### src/common/wasm_pkg.sv
package wasm_pkg;

    localparam int window_bytes = 8;
    localparam int leb_bytes    = 5;
    localparam int word_width   = 32;

    typedef logic [window_bytes*8-1:0] window_t;   // byte 0 in bits 7:0
    typedef logic [leb_bytes*8-1:0]    leb_t;

    // "\0asm" then version 1, little endian
    localparam window_t    wasm_magic_version = 64'h0000_0001_6d73_6100;
    localparam logic [7:0] code_section_id    = 8'h0a;

    typedef enum logic [7:0] {
        op_nop        = 8'h01,
        op_drop       = 8'h1a,
        op_select     = 8'h1b,
        op_local_get  = 8'h20,
        op_local_set  = 8'h21,
        op_local_tee  = 8'h22,
        op_i32_load   = 8'h28,
        op_i32_store  = 8'h36,
        op_i32_const  = 8'h41,
        op_i32_eqz    = 8'h45,
        op_i32_eq     = 8'h46,
        op_i32_ne     = 8'h47,
        op_i32_lt_s   = 8'h48,
        op_i32_lt_u   = 8'h49,
        op_i32_gt_s   = 8'h4a,
        op_i32_gt_u   = 8'h4b,
        op_i32_le_s   = 8'h4c,
        op_i32_le_u   = 8'h4d,
        op_i32_ge_s   = 8'h4e,
        op_i32_ge_u   = 8'h4f,
        op_i32_add    = 8'h6a,
        op_i32_sub    = 8'h6b,
        op_i32_and    = 8'h71,
        op_i32_or     = 8'h72,
        op_i32_shl    = 8'h74,
        op_i32_shr_s  = 8'h75,
        op_i32_shr_u  = 8'h76,
        op_i32_rotl   = 8'h77,
        op_i32_rotr   = 8'h78
    } opcode_e;

    typedef enum logic [4:0] {
        alu_add, alu_sub, alu_and, alu_or, alu_select,
        alu_eqz, alu_eq,
        alu_lt_u, alu_gt_u, alu_le_u, alu_ge_u,
        alu_lt_s, alu_gt_s, alu_le_s, alu_ge_s,
        alu_ne,
        alu_shl, alu_shr_s, alu_shr_u, alu_rotl, alu_rotr
    } alu_op_e;

    // push_none is zero so an idle bundle is all zeros
    typedef enum logic [2:0] {
        push_none  = 3'd0,
        push_alu   = 3'd1,
        push_imm   = 3'd2,
        push_mem   = 3'd3,
        push_local = 3'd4
    } push_src_e;

    typedef enum logic [1:0] {
        module_head,
        section_head,
        vector_head,
        vector_content
    } phase_e;

    typedef struct packed {
        logic [1:0] pop_num;
        logic       push_num;
        push_src_e  push_src;
        alu_op_e    alu_op;
        logic       load_en;
        logic       store_en;
        logic       local_get;
        logic       local_set;
        logic       illegal;
    } ctrl_t;

    typedef struct packed {
        logic                  is_instr;
        logic                  error;
        logic [word_width-1:0] advance_minus_one;
        logic [word_width-1:0] imm;
        ctrl_t                 ctrl;
    } result_t;

endpackage

### src/logic/opcode_decoder.sv
`timescale 1ns/1ps

module opcode_decoder (
    input  logic [7:0]                        opcode,
    input  logic [2:0]                        imm_len,
    output wasm_pkg::ctrl_t                   ctrl,
    output logic [wasm_pkg::word_width-1:0]   advance_minus_one
);

    logic                            binary;
    logic [wasm_pkg::word_width-1:0] imm_adv;

    assign imm_adv = {29'd0, imm_len};

    always_comb begin
        ctrl              = '0;
        ctrl.push_src     = wasm_pkg::push_none;
        advance_minus_one = '0;
        binary            = 1'b0;
        case (wasm_pkg::opcode_e'(opcode))
            wasm_pkg::op_nop: begin
            end
            wasm_pkg::op_drop: begin
                ctrl.pop_num = 2'd1;
            end
            wasm_pkg::op_select: begin
                ctrl.pop_num  = 2'd3;
                ctrl.push_num = 1'b1;
                ctrl.push_src = wasm_pkg::push_alu;
                ctrl.alu_op   = wasm_pkg::alu_select;
            end
            wasm_pkg::op_i32_eqz: begin
                ctrl.pop_num  = 2'd1;
                ctrl.push_num = 1'b1;
                ctrl.push_src = wasm_pkg::push_alu;
                ctrl.alu_op   = wasm_pkg::alu_eqz;
            end
            wasm_pkg::op_i32_const: begin
                ctrl.push_num     = 1'b1;
                ctrl.push_src     = wasm_pkg::push_imm;
                advance_minus_one = imm_adv;
            end
            wasm_pkg::op_local_get: begin
                ctrl.push_num     = 1'b1;
                ctrl.push_src     = wasm_pkg::push_local;
                ctrl.local_get    = 1'b1;
                advance_minus_one = imm_adv;
            end
            wasm_pkg::op_local_set: begin
                ctrl.pop_num      = 2'd1;
                ctrl.local_set    = 1'b1;
                advance_minus_one = imm_adv;
            end
            wasm_pkg::op_local_tee: begin
                ctrl.local_set    = 1'b1;  // top stays on the stack
                advance_minus_one = imm_adv;
            end
            wasm_pkg::op_i32_load: begin
                ctrl.pop_num      = 2'd1;
                ctrl.push_num     = 1'b1;
                ctrl.push_src     = wasm_pkg::push_mem;
                ctrl.alu_op       = wasm_pkg::alu_add;  // address calc
                ctrl.load_en      = 1'b1;
                advance_minus_one = imm_adv + 32'd1;    // align and offset
            end
            wasm_pkg::op_i32_store: begin
                ctrl.pop_num      = 2'd2;
                ctrl.alu_op       = wasm_pkg::alu_add;
                ctrl.store_en     = 1'b1;
                advance_minus_one = imm_adv + 32'd1;
            end
            wasm_pkg::op_i32_eq:    begin binary = 1'b1; ctrl.alu_op = wasm_pkg::alu_eq;    end
            wasm_pkg::op_i32_ne:    begin binary = 1'b1; ctrl.alu_op = wasm_pkg::alu_ne;    end
            wasm_pkg::op_i32_lt_s:  begin binary = 1'b1; ctrl.alu_op = wasm_pkg::alu_lt_s;  end
            wasm_pkg::op_i32_lt_u:  begin binary = 1'b1; ctrl.alu_op = wasm_pkg::alu_lt_u;  end
            wasm_pkg::op_i32_gt_s:  begin binary = 1'b1; ctrl.alu_op = wasm_pkg::alu_gt_s;  end
            wasm_pkg::op_i32_gt_u:  begin binary = 1'b1; ctrl.alu_op = wasm_pkg::alu_gt_u;  end
            wasm_pkg::op_i32_le_s:  begin binary = 1'b1; ctrl.alu_op = wasm_pkg::alu_le_s;  end
            wasm_pkg::op_i32_le_u:  begin binary = 1'b1; ctrl.alu_op = wasm_pkg::alu_le_u;  end
            wasm_pkg::op_i32_ge_s:  begin binary = 1'b1; ctrl.alu_op = wasm_pkg::alu_ge_s;  end
            wasm_pkg::op_i32_ge_u:  begin binary = 1'b1; ctrl.alu_op = wasm_pkg::alu_ge_u;  end
            wasm_pkg::op_i32_add:   begin binary = 1'b1; ctrl.alu_op = wasm_pkg::alu_add;   end
            wasm_pkg::op_i32_sub:   begin binary = 1'b1; ctrl.alu_op = wasm_pkg::alu_sub;   end
            wasm_pkg::op_i32_and:   begin binary = 1'b1; ctrl.alu_op = wasm_pkg::alu_and;   end
            wasm_pkg::op_i32_or:    begin binary = 1'b1; ctrl.alu_op = wasm_pkg::alu_or;    end
            wasm_pkg::op_i32_shl:   begin binary = 1'b1; ctrl.alu_op = wasm_pkg::alu_shl;   end
            wasm_pkg::op_i32_shr_s: begin binary = 1'b1; ctrl.alu_op = wasm_pkg::alu_shr_s; end
            wasm_pkg::op_i32_shr_u: begin binary = 1'b1; ctrl.alu_op = wasm_pkg::alu_shr_u; end
            wasm_pkg::op_i32_rotl:  begin binary = 1'b1; ctrl.alu_op = wasm_pkg::alu_rotl;  end
            wasm_pkg::op_i32_rotr:  begin binary = 1'b1; ctrl.alu_op = wasm_pkg::alu_rotr;  end
            default: begin
                ctrl.illegal = 1'b1;
            end
        endcase
        if (binary) begin
            ctrl.pop_num  = 2'd2;   // two operands, one result
            ctrl.push_num = 1'b1;
            ctrl.push_src = wasm_pkg::push_alu;
        end
    end

endmodule

### src/logic/wasm_ctrl.sv
`timescale 1ns/1ps

module wasm_ctrl (
    input  logic                clk,
    input  logic                rst_n,
    input  logic                req,
    input  wasm_pkg::window_t   window,
    output logic                ack,
    output wasm_pkg::result_t   result
);

    wasm_pkg::phase_e                  phase;
    wasm_pkg::leb_t                    head_bytes;
    logic [wasm_pkg::word_width-1:0]   head_value;
    logic [2:0]                        head_len;
    logic [wasm_pkg::word_width-1:0]   imm_value;
    logic [2:0]                        imm_len;
    wasm_pkg::ctrl_t                   instr_ctrl;
    logic [wasm_pkg::word_width-1:0]   instr_advance;

    // vector count sits at byte 0, section length after the type byte
    assign head_bytes = (phase == wasm_pkg::vector_head) ? window[39:0] : window[47:8];

    leb128_decoder u_head_leb (
        .bytes    (head_bytes),
        .value    (head_value),
        .byte_cnt (head_len)
    );

    leb128_decoder u_imm_leb (
        .bytes    (window[47:8]),
        .value    (imm_value),
        .byte_cnt (imm_len)
    );

    opcode_decoder u_opcode_decoder (
        .opcode            (window[7:0]),
        .imm_len           (imm_len),
        .ctrl              (instr_ctrl),
        .advance_minus_one (instr_advance)
    );

    section_walker u_section_walker (
        .clk           (clk),
        .rst_n         (rst_n),
        .req           (req),
        .window        (window),
        .head_len      (head_len),
        .head_value    (head_value),
        .instr_ctrl    (instr_ctrl),
        .instr_advance (instr_advance),
        .imm_value     (imm_value),
        .ack           (ack),
        .phase         (phase),
        .result        (result)
    );

endmodule

### src/parser/leb128_decoder.sv
`timescale 1ns/1ps

module leb128_decoder (
    input  wasm_pkg::leb_t                     bytes,
    output logic [wasm_pkg::word_width-1:0]    value,
    output logic [2:0]                         byte_cnt
);

    logic done;

    always_comb begin
        value    = '0;
        byte_cnt = 3'(wasm_pkg::leb_bytes);    // no terminator found
        done     = 1'b0;
        for (int i = 0; i < wasm_pkg::leb_bytes; i++) begin
            if (!done) begin
                // top group only keeps its low 4 bits
                value = value | (32'(bytes[8*i +: 7]) << (7*i));
                if (!bytes[8*i+7]) begin
                    byte_cnt = 3'(i + 1);
                    done     = 1'b1;
                end
            end
        end
    end

endmodule

### src/parser/section_walker.sv
`timescale 1ns/1ps

module section_walker (
    input  logic                              clk,
    input  logic                              rst_n,
    input  logic                              req,
    input  wasm_pkg::window_t                 window,
    input  logic [2:0]                        head_len,
    input  logic [wasm_pkg::word_width-1:0]   head_value,
    input  wasm_pkg::ctrl_t                   instr_ctrl,
    input  logic [wasm_pkg::word_width-1:0]   instr_advance,
    input  logic [wasm_pkg::word_width-1:0]   imm_value,
    output logic                              ack,
    output wasm_pkg::phase_e                  phase,
    output wasm_pkg::result_t                 result
);

    logic                              req_q;
    logic                              accept;
    logic                              error;
    logic                              error_next;
    logic                              header_ok;
    logic                              is_code;
    logic [7:0]                        section_type;
    logic [wasm_pkg::word_width-1:0]   section_len;
    logic [wasm_pkg::word_width-1:0]   items_left;
    wasm_pkg::phase_e                  phase_next;
    wasm_pkg::result_t                 result_next;

    assign accept    = req_q && !ack;   // one window per req pulse
    assign header_ok = (window == wasm_pkg::wasm_magic_version) && !error;
    assign is_code   = section_type == wasm_pkg::code_section_id;

    always_comb begin
        result_next               = '0;
        result_next.ctrl.push_src = wasm_pkg::push_none;
        phase_next                = phase;
        error_next                = error;
        case (phase)
            wasm_pkg::module_head: begin
                result_next.advance_minus_one = 32'd7;
                if (header_ok) begin
                    phase_next = wasm_pkg::section_head;
                end else begin
                    error_next = 1'b1;      // stuck here until reset
                end
            end
            wasm_pkg::section_head: begin
                result_next.advance_minus_one = {29'd0, head_len};  // type byte plus length
                phase_next = wasm_pkg::vector_head;
            end
            wasm_pkg::vector_head: begin
                if (is_code) begin
                    result_next.advance_minus_one = {29'd0, head_len} - 32'd1;
                    if (head_value == '0) begin
                        phase_next = wasm_pkg::section_head;
                    end else begin
                        phase_next = wasm_pkg::vector_content;
                    end
                end else begin
                    // skip the rest of the section in one step
                    result_next.advance_minus_one = section_len - 32'd1;
                    phase_next = wasm_pkg::section_head;
                end
            end
            default: begin
                result_next.is_instr          = 1'b1;
                result_next.imm               = imm_value;
                result_next.advance_minus_one = instr_advance;
                result_next.ctrl              = instr_ctrl;
                if (items_left == 32'd1) begin
                    phase_next = wasm_pkg::section_head;   // last item
                end
            end
        endcase
        result_next.error = error_next;
    end

    always_ff @(posedge clk or negedge rst_n) begin
        if (!rst_n) begin
            req_q        <= 1'b0;
            ack          <= 1'b0;
            phase        <= wasm_pkg::module_head;
            error        <= 1'b0;
            section_type <= '0;
            section_len  <= '0;
            items_left   <= '0;
            result       <= '0;
        end else begin
            req_q <= req;
            if (accept) begin
                ack    <= 1'b1;
                phase  <= phase_next;
                error  <= error_next;
                result <= result_next;
                case (phase)
                    wasm_pkg::section_head: begin
                        section_type <= window[7:0];
                        section_len  <= head_value;
                    end
                    wasm_pkg::vector_head: begin
                        items_left <= head_value;
                    end
                    wasm_pkg::vector_content: begin
                        items_left <= items_left - 32'd1;
                    end
                    default: begin
                    end
                endcase
            end else if (!req_q && ack) begin
                ack <= 1'b0;    // source released req
            end
        end
    end

endmodule

### config.mk
export PLATFORM = sky130hd
export DESIGN_NAME = wasm_ctrl
export DESIGN_NICKNAME = d
export VERILOG_FILES = /design/src/common/wasm_pkg.sv /design/src/logic/opcode_decoder.sv /design/src/logic/wasm_ctrl.sv /design/src/parser/leb128_decoder.sv /design/src/parser/section_walker.sv
export SDC_FILE = /design/constraint.sdc
export NUM_CORES = 1
export LEC_CHECK = 0
export ABC_AREA = 1
export BUFFER_PORTS_ARGS = -buffer_cell sky130_fd_sc_hd__buf_2
export CORE_MARGIN = 2
export CORE_UTILIZATION = 50
export DETAILED_ROUTE_END_ITERATION = 10
export PLACE_DENSITY = 0.75
export SLEW_MARGIN = 20
export SYNTH_ARGS = -nofsm -noshare
export SYNTH_HDL_FRONTEND = slang
export SYNTH_SLANG_ARGS = --single-unit
export TNS_END_PERCENT = 1
### constraint.sdc
create_clock -name clk -period 5.9 [get_ports clk]
set_input_delay 1.18 -clock clk [delete_from_list [all_inputs] [get_ports clk]]
set_output_delay 1.18 -clock clk [all_outputs]
set_load 0.005 [all_outputs]
==> impl_metrics.ini, run 1 <==
[synth]
yosys.cell_types.count = 47
ys_top_cells_by_area = dfrtp_1 43%, nand2_1 15%, o21ai_0 9.7%, nor2_1 5.9%, inv_1 4.9%
synth_async_sr_flop_share_pct = 100.0
ys_seq_elements = 158
post_synth.cell_area_avg_um2 = 7.270
synth_top_area_share_pct = 42.75
synth_edf_count = 0
ys_warn_count = 0
synth-seq-area-share_pct = 42.75
syn_area_um2 = 9248
synth_top_area_cell = dfrtp_1
synth_nets = 1350
synth_ff_type = dfrtp_1
syn_inst = 1272

[clock_tree]
cts_inserted_buffers = 17
cts_buffer_depth = 2
cts.sinks = 158
ctsRootBufferMaster = clkbuf_16
tritoncts = done
htreeDepth = 4
path_clk_slew_ps = 70
cts_setup_buffers = 0
cts_resized = 0
cts_hold_buf = 0
insertion_delay_ps = 450

[sta]
tns_ps = 0
setup_viol = 0
finalHoldViolCount = 0
maxSlewViolCount = 0
fin_crit_sh_pct = 55.98
fmax_mhz = 302.8
rsz0062_at_grt = false
clock_skew_ps = 11.08
finalCriticalPeriod_ps = 3303
slew_headroom_pct = 32.40
finalWorstSetupSlack_ps = 2597
worstMarginPinSlew_ps = 1008

[floorplan]
core-area_um2 = 18020
fp.dieW_um = 140.0
ioPinCount = 150
die-area_um2 = 19600
rows = 49
die_y_um = 140.0
start_util_pct = 51.31

[run_status]
status = completed

[power_and_ir_drop]
pwr-share-comb_pct = 9.2
ir_drop_mv = 0.2262
switching_share_pct = 28.23
clockPowerShare_pct = 45.5
power_density_nw_per_um2 = 228.4
switching_power_mw = 0.6910
p_leak_nw = 5.425
sequentialPowerShare_pct = 45.3
p_int_mw = 1.757

[critical_path]
cp_max_fo = 63
cp.required_ps = 6230
startpoint_type = flip-flop
reg2reg_setup_slack_ps = 2600
end_kind = flip-flop
crit_arrival_ps = 3630
critPathKind = flip-flop to flip-flop

[place]
pre_cts_ws_ps = 2618
io_buffers = 149
placed_cells = 1610
place_hpwl_mm = 20.96
gp_congestion = 0.9584

[global_route]
overflow = 0
grt_first_pass_wirelength_mm = 44.84
grt_pass1_vias = 8455
grtUsageTotal_pct = 29.16
grt_max_degree = 112
grt_antenna_before_repair = 2

[min_path]
min_path_type = flip-flop to flip-flop

[cells_and_area]
instances_no_fill = 1644
area_growth_pct = 15.92
finalNetCount = 1478
drive_gt1_share_pct = 16.35
layout_common_cells = 358 x nand2_1, 179 x o21ai_0, 158 x dfrtp_1
layout_commonest_cell = nand2_1

[route]
vias_per_cell = 5.564
vias = 9148
drt_wl_total_mm = 28.15
drtPass1Iterations = 5
drtIter0Drc = 818
antenna_left = 0
drc_errors = 0
wl_per_cell_um = 17.12

[flow_run]
cap_violations = 0
[registers in the layout, indices dropped and copies added (netlist names)]
register and flops:
u_section_walker.error 1, u_section_walker.items_left 32, u_section_walker.phase 2, u_section_walker.req_q 1
u_section_walker.section_len 32, u_section_walker.ack 1, u_section_walker.result 81, u_section_walker.section_type 8
[cells by family after synthesis]
logic type	share of synthesized area, %
flops	42.75
simple gates	29.93
fa+ha+maj	1.488
buf+inv	7.563
xor+xnor	1.989
compound gates	16.28
[per-stage QoR]
stage | power, mW | cell area, um2 | hold WS [ps] | utilization [%]
floorplan | 1.238 | 9248 | 453.0 | -
global placement | 1.350 | 10110 | 451.1 | 56.10
detailed placement | 1.351 | 10110 | 458.8 | 56.10
CTS | 2.459 | 10710 | 476.0 | 59.41
global route | 2.535 | 10720 | 494.9 | 59.46
finish | 2.448 | 10720 | 475.1 | 59.48
[critical path: stages, from the launching register on]
cell and delay, ps:
dfrtp_1 430, inv_1 110, ha_2 850, nand2_1 210, nand2_2 300, nand3_4 160
nor2_4 180, inv_1 70, o21ai_2 60, inv_1 70, ha_1 280, nand2_1 50
nand3_1 100, o211ai_1 100, a22o_1 200
[synthesized netlist by cell type (all sizes together), types with 5 or more instances]
master,count
nor3,31
clkbuf,28
xor2,16
nand3,48
xnor2,5
or2,5
buf,17
nand2,368
ha,11
dfrtp,158
nor2,161
a32o,14
o21ai,194
a21oi,30
inv,126
a22o,5
nand4,18
o211ai,11
[power by group through the flow]
stage,Combinational [mW],Sequential [mW],Clock [mW]
2_1_floorplan,0.114,1.12,0
3_3_place_gp,0.223,1.13,0
3_5_place_dp,0.223,1.13,0
4_1_cts,0.225,1.11,1.13
5_1_grt,0.249,1.11,1.18
6_report,0.226,1.11,1.11
[area by class of cell]
type,count,area [um2]
antenna,2,5.005
clock buffer,17,425.4
clock inverter,15,170.2
fill,1715,7305
inverter,128,483.0
multi-input combinational,941,4604
sequential,158,3954
tap,229,286.5
timing repair buffer,154,792.0
[layer usage]
metal	up-vias	track usage (%)	routed length (um)
met3	64	4.615	2203
met2	429	42.49	12030
met5	-	0	0
met1	4244	43.23	12940
li1	4411	-	-
met4	0	12.53	982
[worst paths after layout]
kind                            depth (start not counted)                                            to                                     from
worst min-delay path                                    2       u_section_walker.result[81]$_DFFE_PN0P_  u_section_walker.result[81]$_DFFE_PN0P_
worst max-delay path                                   14       u_section_walker.result[49]$_DFFE_PN0P_    u_section_walker.phase[0]$_DFFE_PN0P_
worst min register to register                          2       u_section_walker.result[81]$_DFFE_PN0P_  u_section_walker.result[81]$_DFFE_PN0P_
max in group asynchronous                               2       u_section_walker.result[43]$_DFFE_PN0P_                                    rst_n
min in group asynchronous                               1  u_section_walker.section_type[7]$_DFFE_PN0P_                                    rst_n
worst max register to register                         14       u_section_walker.result[49]$_DFFE_PN0P_    u_section_walker.phase[0]$_DFFE_PN0P_
Power figures use the tool's default switching activity.
==> run 2, diff against run 1 <==
clock period = 3.2 ns   (was 5.9 ns; I/O delays follow)
==> run 2 against run 1 <==
Compared with the run above:
- global-route usage is 0.17 points lower
- critical path depth up 4
- core utilization grew 0.50 points
- critical path type unchanged
- critical endpoint is now u_section_walker.result[50]$_DFFE_PN0P_
- largest power group is now the clock network
- highest routed layer unchanged
==> impl_metrics.ini, run 2 (synthesis results as in run 1) <==
[critical_path]
startpoint_type = flip-flop
end_kind = flip-flop
slowest_delay_ps = 420
critPathKind = flip-flop to flip-flop
crit_start = u_section_walker.phase[0]$_DFFE_PN0P_
cp_cell_sequence = inv_1 -> ha_2 -> inv_4 -> nand2_2 -> nand2_2 -> nand3_4 -> nor2_4 -> inv_1 -> o21ai_2 -> inv_1 -> ha_1 -> nor2_1 -> nor2_1 -> nand2_1 -> o21ai_0 -> o211ai_1 -> nand3_1 -> nand2_1
crit_family = simple AND/OR/NAND/NOR gates
crit_top_cell = inv_1
crit_arrival_ps = 2970
cp_max_fo = 16
r2r_start = u_section_walker.phase[0]$_DFFE_PN0P_
crit_buf_inv = 4
cp_slowest_cell = dfrtp_1
cp.required_ps = 3560

[power_and_ir_drop]
pwr-share-comb_pct = 9.3
ir_drop_mv = 0.3903
p_int_mw = 3.319
power_density_nw_per_um2 = 419.1
total_power_mw = 4.531
switching_power_mw = 1.212
clockPowerShare_pct = 45.6
sequentialPowerShare_pct = 45.1
switching_share_pct = 26.75
p_leak_nw = 5.458

[sta]
worstMarginPinSlew_ps = 922.9
finalWorstSetupSlack_ps = 595.9
slew_headroom_pct = 38.47
setup_viol = 0
tns_ps = 0
maxSlewViolCount = 0
clock_skew_ps = 9.143
fmax_mhz = 384.0
finalCriticalPeriod_ps = 2604
rsz0062_at_grt = false
holdWs_ps = 240.1
fin_crit_sh_pct = 81.38
finalHoldViolCount = 0

[cells_and_area]
drive_gt1_share_pct = 16.88
fin_area_um2 = 10810
largest_reg_flops = 81
top_regs = u_section_walker.result: 81 flops, u_section_walker.items_left: 32 flops, u_section_walker.section_len: 32 flops
area_growth_pct = 16.90
layout_common_cells = 358 x nand2_1, 179 x o21ai_0, 158 x dfrtp_1
fin_util_pct = 59.98
finalNetCount = 1487
top_register = u_section_walker.result
instances_no_fill = 1654
layout_commonest_cell = nand2_1

[floorplan]
fp.dieW_um = 140.0
ioPinCount = 150
rows = 49
die_y_um = 140.0
die-area_um2 = 19600
start_util_pct = 51.31
core-area_um2 = 18020

[clock_tree]
htreeDepth = 4
insertion_delay_ps = 430
cts_inserted_buffers = 17
cts_resized = 0
cts_buffer_depth = 2
tritoncts = done
path_clk_slew_ps = 60
cts.sinks = 158
cts_hold_buf = 0
cts_setup_buffers = 0
ctsRootBufferMaster = clkbuf_16

[global_route]
grtUsageTotal_pct = 28.99
overflow = 0
grt_first_pass_wirelength_mm = 44.86
grt_max_degree = 85
grt_antenna_before_repair = 2
grt_pass1_vias = 8419

[route]
drtPass1Iterations = 6
vias = 9242
drtIter0Drc = 909
vias_per_cell = 5.588
wl_per_cell_um = 17.02
drc_errors = 0
antenna_left = 0
drt_wl_total_mm = 28.15

[place]
placed_area_um2 = 10200
placed_cells = 1619
gp_congestion = 0.9744
pre_cts_ws_ps = 622.8
io_buffers = 149
place_hpwl_mm = 21.08

[min_path]
min_path_type = input port to async pin

[run_status]
status = completed

[flow_run]
cap_violations = 0
## run 2: changes by cell type in the layout (fill, tap and decap cells not counted), moves of 2 or more
cell / change
buf_4: +7
buf_12: +2
clkinv_8: -2
clkinvlp_4: +4
inv_6: -4
## run 2: final timing paths
path	endpoint	slack [ps]	depth (start not counted)
setup / recovery	u_section_walker.result[50]$_DFFE_PN0P_	600	18
hold / removal	u_section_walker.items_left[2]$_DFFE_PN0P_	240	1
setup reg to reg	u_section_walker.result[50]$_DFFE_PN0P_	600	18
hold reg to reg	u_section_walker.result[81]$_DFFE_PN0P_	470	2
max in group asynchronous	u_section_walker.result[65]$_DFFE_PN0P_	2260	2
min in group clk	u_section_walker.req_q$_DFF_PN0_	320	1
## run 2: area by class of cell
cell class	instances	area, um2
fillers	1680	7214
multi-input cells	941	4599
flip-flops and latches	158	3954
repair buffers	163	882.1
inverters	128	483.0
clock buffers	18	439.2
well taps	229	286.5
clock inverters	14	158.9
diodes	3	7.507
## run 2: worst reg2reg max path: stages (launching register included)
cell and delay [ps]:
dfrtp_1 420, inv_1 90, ha_2 260, inv_4 180
nand2_2 80, nand2_2 210, nand3_4 150, nor2_4 170
inv_1 70, o21ai_2 80, inv_1 80, ha_1 190
nor2_1 130, nor2_1 60, nand2_1 50, o21ai_0 70
o211ai_1 100, nand3_1 90, nand2_1 80
## run 2: power groups by stage
| stage | combinational (mW) | clock [mW] | sequential (mW) |
|---|---|---|---|
| after global placement | 0.414 | 0 | 2.08 |
| after detailed placement | 0.417 | 0 | 2.08 |
| final | 0.422 | 2.07 | 2.04 |
| after global routing | 0.468 | 2.17 | 2.04 |
| after CTS | 0.420 | 2.09 | 2.04 |
| after floorplan | 0.210 | 0 | 2.07 |
## run 2: layer usage
| metal | vias to the layer above | track usage [%] | part of all wire (%) | wire, um |
|---|---|---|---|---|
| met5 | - | 0 | 0 | 0 |
| met4 | 0 | 9.684 | 2.4 | 683 |
| met3 | 49 | 3.829 | 8.2 | 2298 |
| met2 | 448 | 43.65 | 44 | 12400 |
| met1 | 4307 | 43.40 | 45 | 12780 |
| li1 | 4438 | - | - | - |
==> run 3, diff against run 2 <==
ABC_AREA = 0   (was 1)
PLACE_DENSITY = 0.78   (was 0.75)
clock period = 2.2 ns   (was 3.2 ns; I/O delays follow)
==> run 3 against run 2 <==
Compared with the run above:
- combinational power rose to 14 times the previous value
- the run now ends with negative setup slack left
- critical path type unchanged
- highest routed layer unchanged
- via count is 0.19% higher
- final cell count is 8.4% lower
- core utilization grew 7.7 points
- critical path depth shrank 12
- first-iteration DRC count is 10% lower
- cell area is 12% higher
- clock power rose by 46%
- die area is 2.1% lower
==> impl_metrics.ini, run 3 <==
[sta]
rsz0062_at_grt = true
finalWorstSetupSlack_ps = -253.4
worstMarginPinSlew_ps = 581.6
slew_headroom_pct = 60.87
fmax_mhz = 407.6
clock_skew_ps = 10.64
setup_viol = 9
maxSlewViolCount = 0
finalHoldViolCount = 0
fin_crit_sh_pct = 111.5
finalCriticalPeriod_ps = 2453

[floorplan]
rows = 49
start_util_pct = 50.73
core-area_um2 = 17840
ioPinCount = 150
fp.dieW_um = 138.5
die_y_um = 138.5
die-area_um2 = 19190

[global_route]
grt_max_degree = 76
overflow = 0
grt_pass1_vias = 8957
grt_first_pass_wirelength_mm = 47.60
grtUsageTotal_pct = 31.15
grt_antenna_before_repair = 0

[route]
drc_errors = 0
vias = 9260
drtIter0Drc = 814
wl_per_cell_um = 19.77
drt_wl_total_mm = 29.94
drtPass1Iterations = 6
antenna_left = 0
vias_per_cell = 6.112

[cells_and_area]
fill_cells = 1354
fin_util_pct = 67.71
regArea_um2 = 3954
top_regs = u_section_walker.result: 81 flops, u_section_walker.items_left: 32 flops, u_section_walker.section_len: 32 flops
finalNetCount = 1351
multi_input_area_um2 = 4905
insertedDiodeCount = 0
area_growth_pct = 33.47
drive_gt1_share_pct = 33.67
top_register = u_section_walker.result
layout_common_cells = 169 x buf_4, 158 x dfrtp_1, 148 x buf_2
layout_commonest_cell = buf_4
largest_reg_flops = 81

[synth]
synth_ff_type = dfrtp_1
synth_top_area_cell = dfrtp_1
synthTopCellsByCount = 158 x dfrtp_1, 100 x nand2_1, 79 x nor2_1, 71 x o21ai_0, 54 x clkbuf_1
syn_area_um2 = 9051
ys_top_cells_by_area = dfrtp_1 44%, o2bb2ai_1 4.2%, nand2_1 4.1%, o21ai_0 3.9%, nor2_1 3.3%
post_synth.cell_area_avg_um2 = 9.051
synth_nets = 1078
synth_edf_count = 0
ys_warn_count = 0
synth-seq-area-share_pct = 43.68
yosys.cell_types.count = 70
syn_inst = 1000
ys_seq_elements = 158
yosysMostFrequentCell = dfrtp_1
synth_async_sr_flop_share_pct = 100.0
synth_top_area_share_pct = 43.68

[critical_path]
crit_arrival_ps = 2770
startpoint_type = flip-flop
critPathKind = flip-flop to flip-flop
cp_slowest_cell = or4_4
crit_top_cell = or4_4
crit_family = simple AND/OR/NAND/NOR gates
slowest_delay_ps = 520
crit_buf_inv = 0
end_kind = flip-flop
cp_cell_sequence = or4_4 -> or4_4 -> or4_4 -> nor3_2 -> xnor2_1 -> o2bb2ai_1
cp_max_fo = 4
cp.required_ps = 2520

[run_status]
status = finished, violations left
violations = negative setup slack

[clock_tree]
path_clk_slew_ps = 80
tritoncts = done
htreeDepth = 4
cts_buffer_depth = 2
insertion_delay_ps = 440
cts_inserted_buffers = 17
cts.sinks = 158
ctsRootBufferMaster = clkbuf_16

[min_path]
min_path_type = input port to flip-flop

[power_and_ir_drop]
p_leak_nw = 5.487
sequentialPowerShare_pct = 31.7
switching_power_mw = 5.168
p_int_mw = 7.788
power_density_nw_per_um2 = 1073
switching_share_pct = 39.89
total_power_mw = 12.96
pwr-share-comb_pct = 44.9
clockPowerShare_pct = 23.4
ir_drop_mv = 0.7583

[place]
gp_congestion = 0.9571
place_hpwl_mm = 22.03
io_buffers = 149

[flow_run]
cap_violations = 0
run 3: changes by cell type in the layout (fill, tap and decap cells not counted), moves of 24 or more:
cell	change
o21ai_0	-110
buf_4	+157
nand2_1	-260
o2bb2ai_1	+43
mux2i_1	+27
a31oi_1	+24
nor2_1	-71
inv_1	-90
run 3: final cells by class:
class | count | area share (%)
multi-input cells | 735 | 40.60
repair buffers | 328 | 18.16
clock inverters | 15 | 1.595
well taps | 229 | 2.372
inverters | 33 | 1.025
flip-flops and latches | 158 | 32.73
clock buffers | 17 | 3.522
run 3: per-stage QoR:
step | cell area [um2] | setup slack, ps | TNS (ps) | instances | hold slack (ps)
2_1_floorplan | 9051 | -351.8 | -7675 | 1000 | 144.4
3_3_place_gp | 11230 | -346.5 | -2215 | 1480 | 354.6
3_5_place_dp | 11230 | -414.1 | -3317 | 1480 | 355.0
4_1_cts | 11960 | -251.1 | -1109 | 1513 | 91.56
5_1_grt | 12080 | -324.6 | -2334 | 1515 | 88.47
6_report | 12080 | -253.4 | -1092 | 1515 | 102.7
run 3: timing repair:
item	CTS	global route
endpoints found under the setup margin	35	42
buffers inserted	0	2
resized for setup	23	25
pin swaps	3	4
endpoints found under the hold margin	31	0
hold buffers	1	0
run 3: logic make-up (layout without fill, tap and decap cells):
family	after synthesis	count (layout)	synth area share, %
xor+xnor	31	31	3.000
fa+ha+maj	11	11	1.521
simple gates	361	361	20.15
compound gates	291	291	22.35
flops	158	158	43.68
mux	41	41	4.714
buf+inv	107	393	4.576
run 3: path summary, 6_finish.rpt:
path / from / end / slack [ps] / cells past startpoint
max: u_section_walker.section_len[18]$_DFFE_PN0P_ / u_section_walker.result[78]$_DFFE_PN0P_ / -250 / 6
min: req / u_section_walker.req_q$_DFF_PN0_ / 100 / 1
max reg2reg: u_section_walker.section_len[18]$_DFFE_PN0P_ / u_section_walker.result[78]$_DFFE_PN0P_ / -250 / 6
min reg2reg: u_section_walker.result[55]$_DFFE_PN0P_ / u_section_walker.result[55]$_DFFE_PN0P_ / 480 / 1
max in group asynchronous: rst_n / u_section_walker.section_len[9]$_DFFE_PN0P_ / 1110 / 3
min in group asynchronous: rst_n / u_section_walker.result[41]$_DFFE_PN0P_ / 450 / 2
run 3: layer usage:
metal	share of wire [%]	track usage (%)	vias up
met5	0	0	-
met4	4.9	15.52	0
met3	7.6	6.423	107
met2	47	50.16	438
met1	40	40.24	4440
li1	-	-	4275
run 3: power groups by stage:
stage          logic (mW)  clock network [mW]  registers [mW]
2_1_floorplan        3.03                   0            4.19
3_3_place_gp         5.25                   0            4.08
3_5_place_dp         5.38                   0            4.11
4_1_cts              5.62                3.05            4.10
5_1_grt              6.36                3.20            4.19
6_report             5.81                3.03            4.11
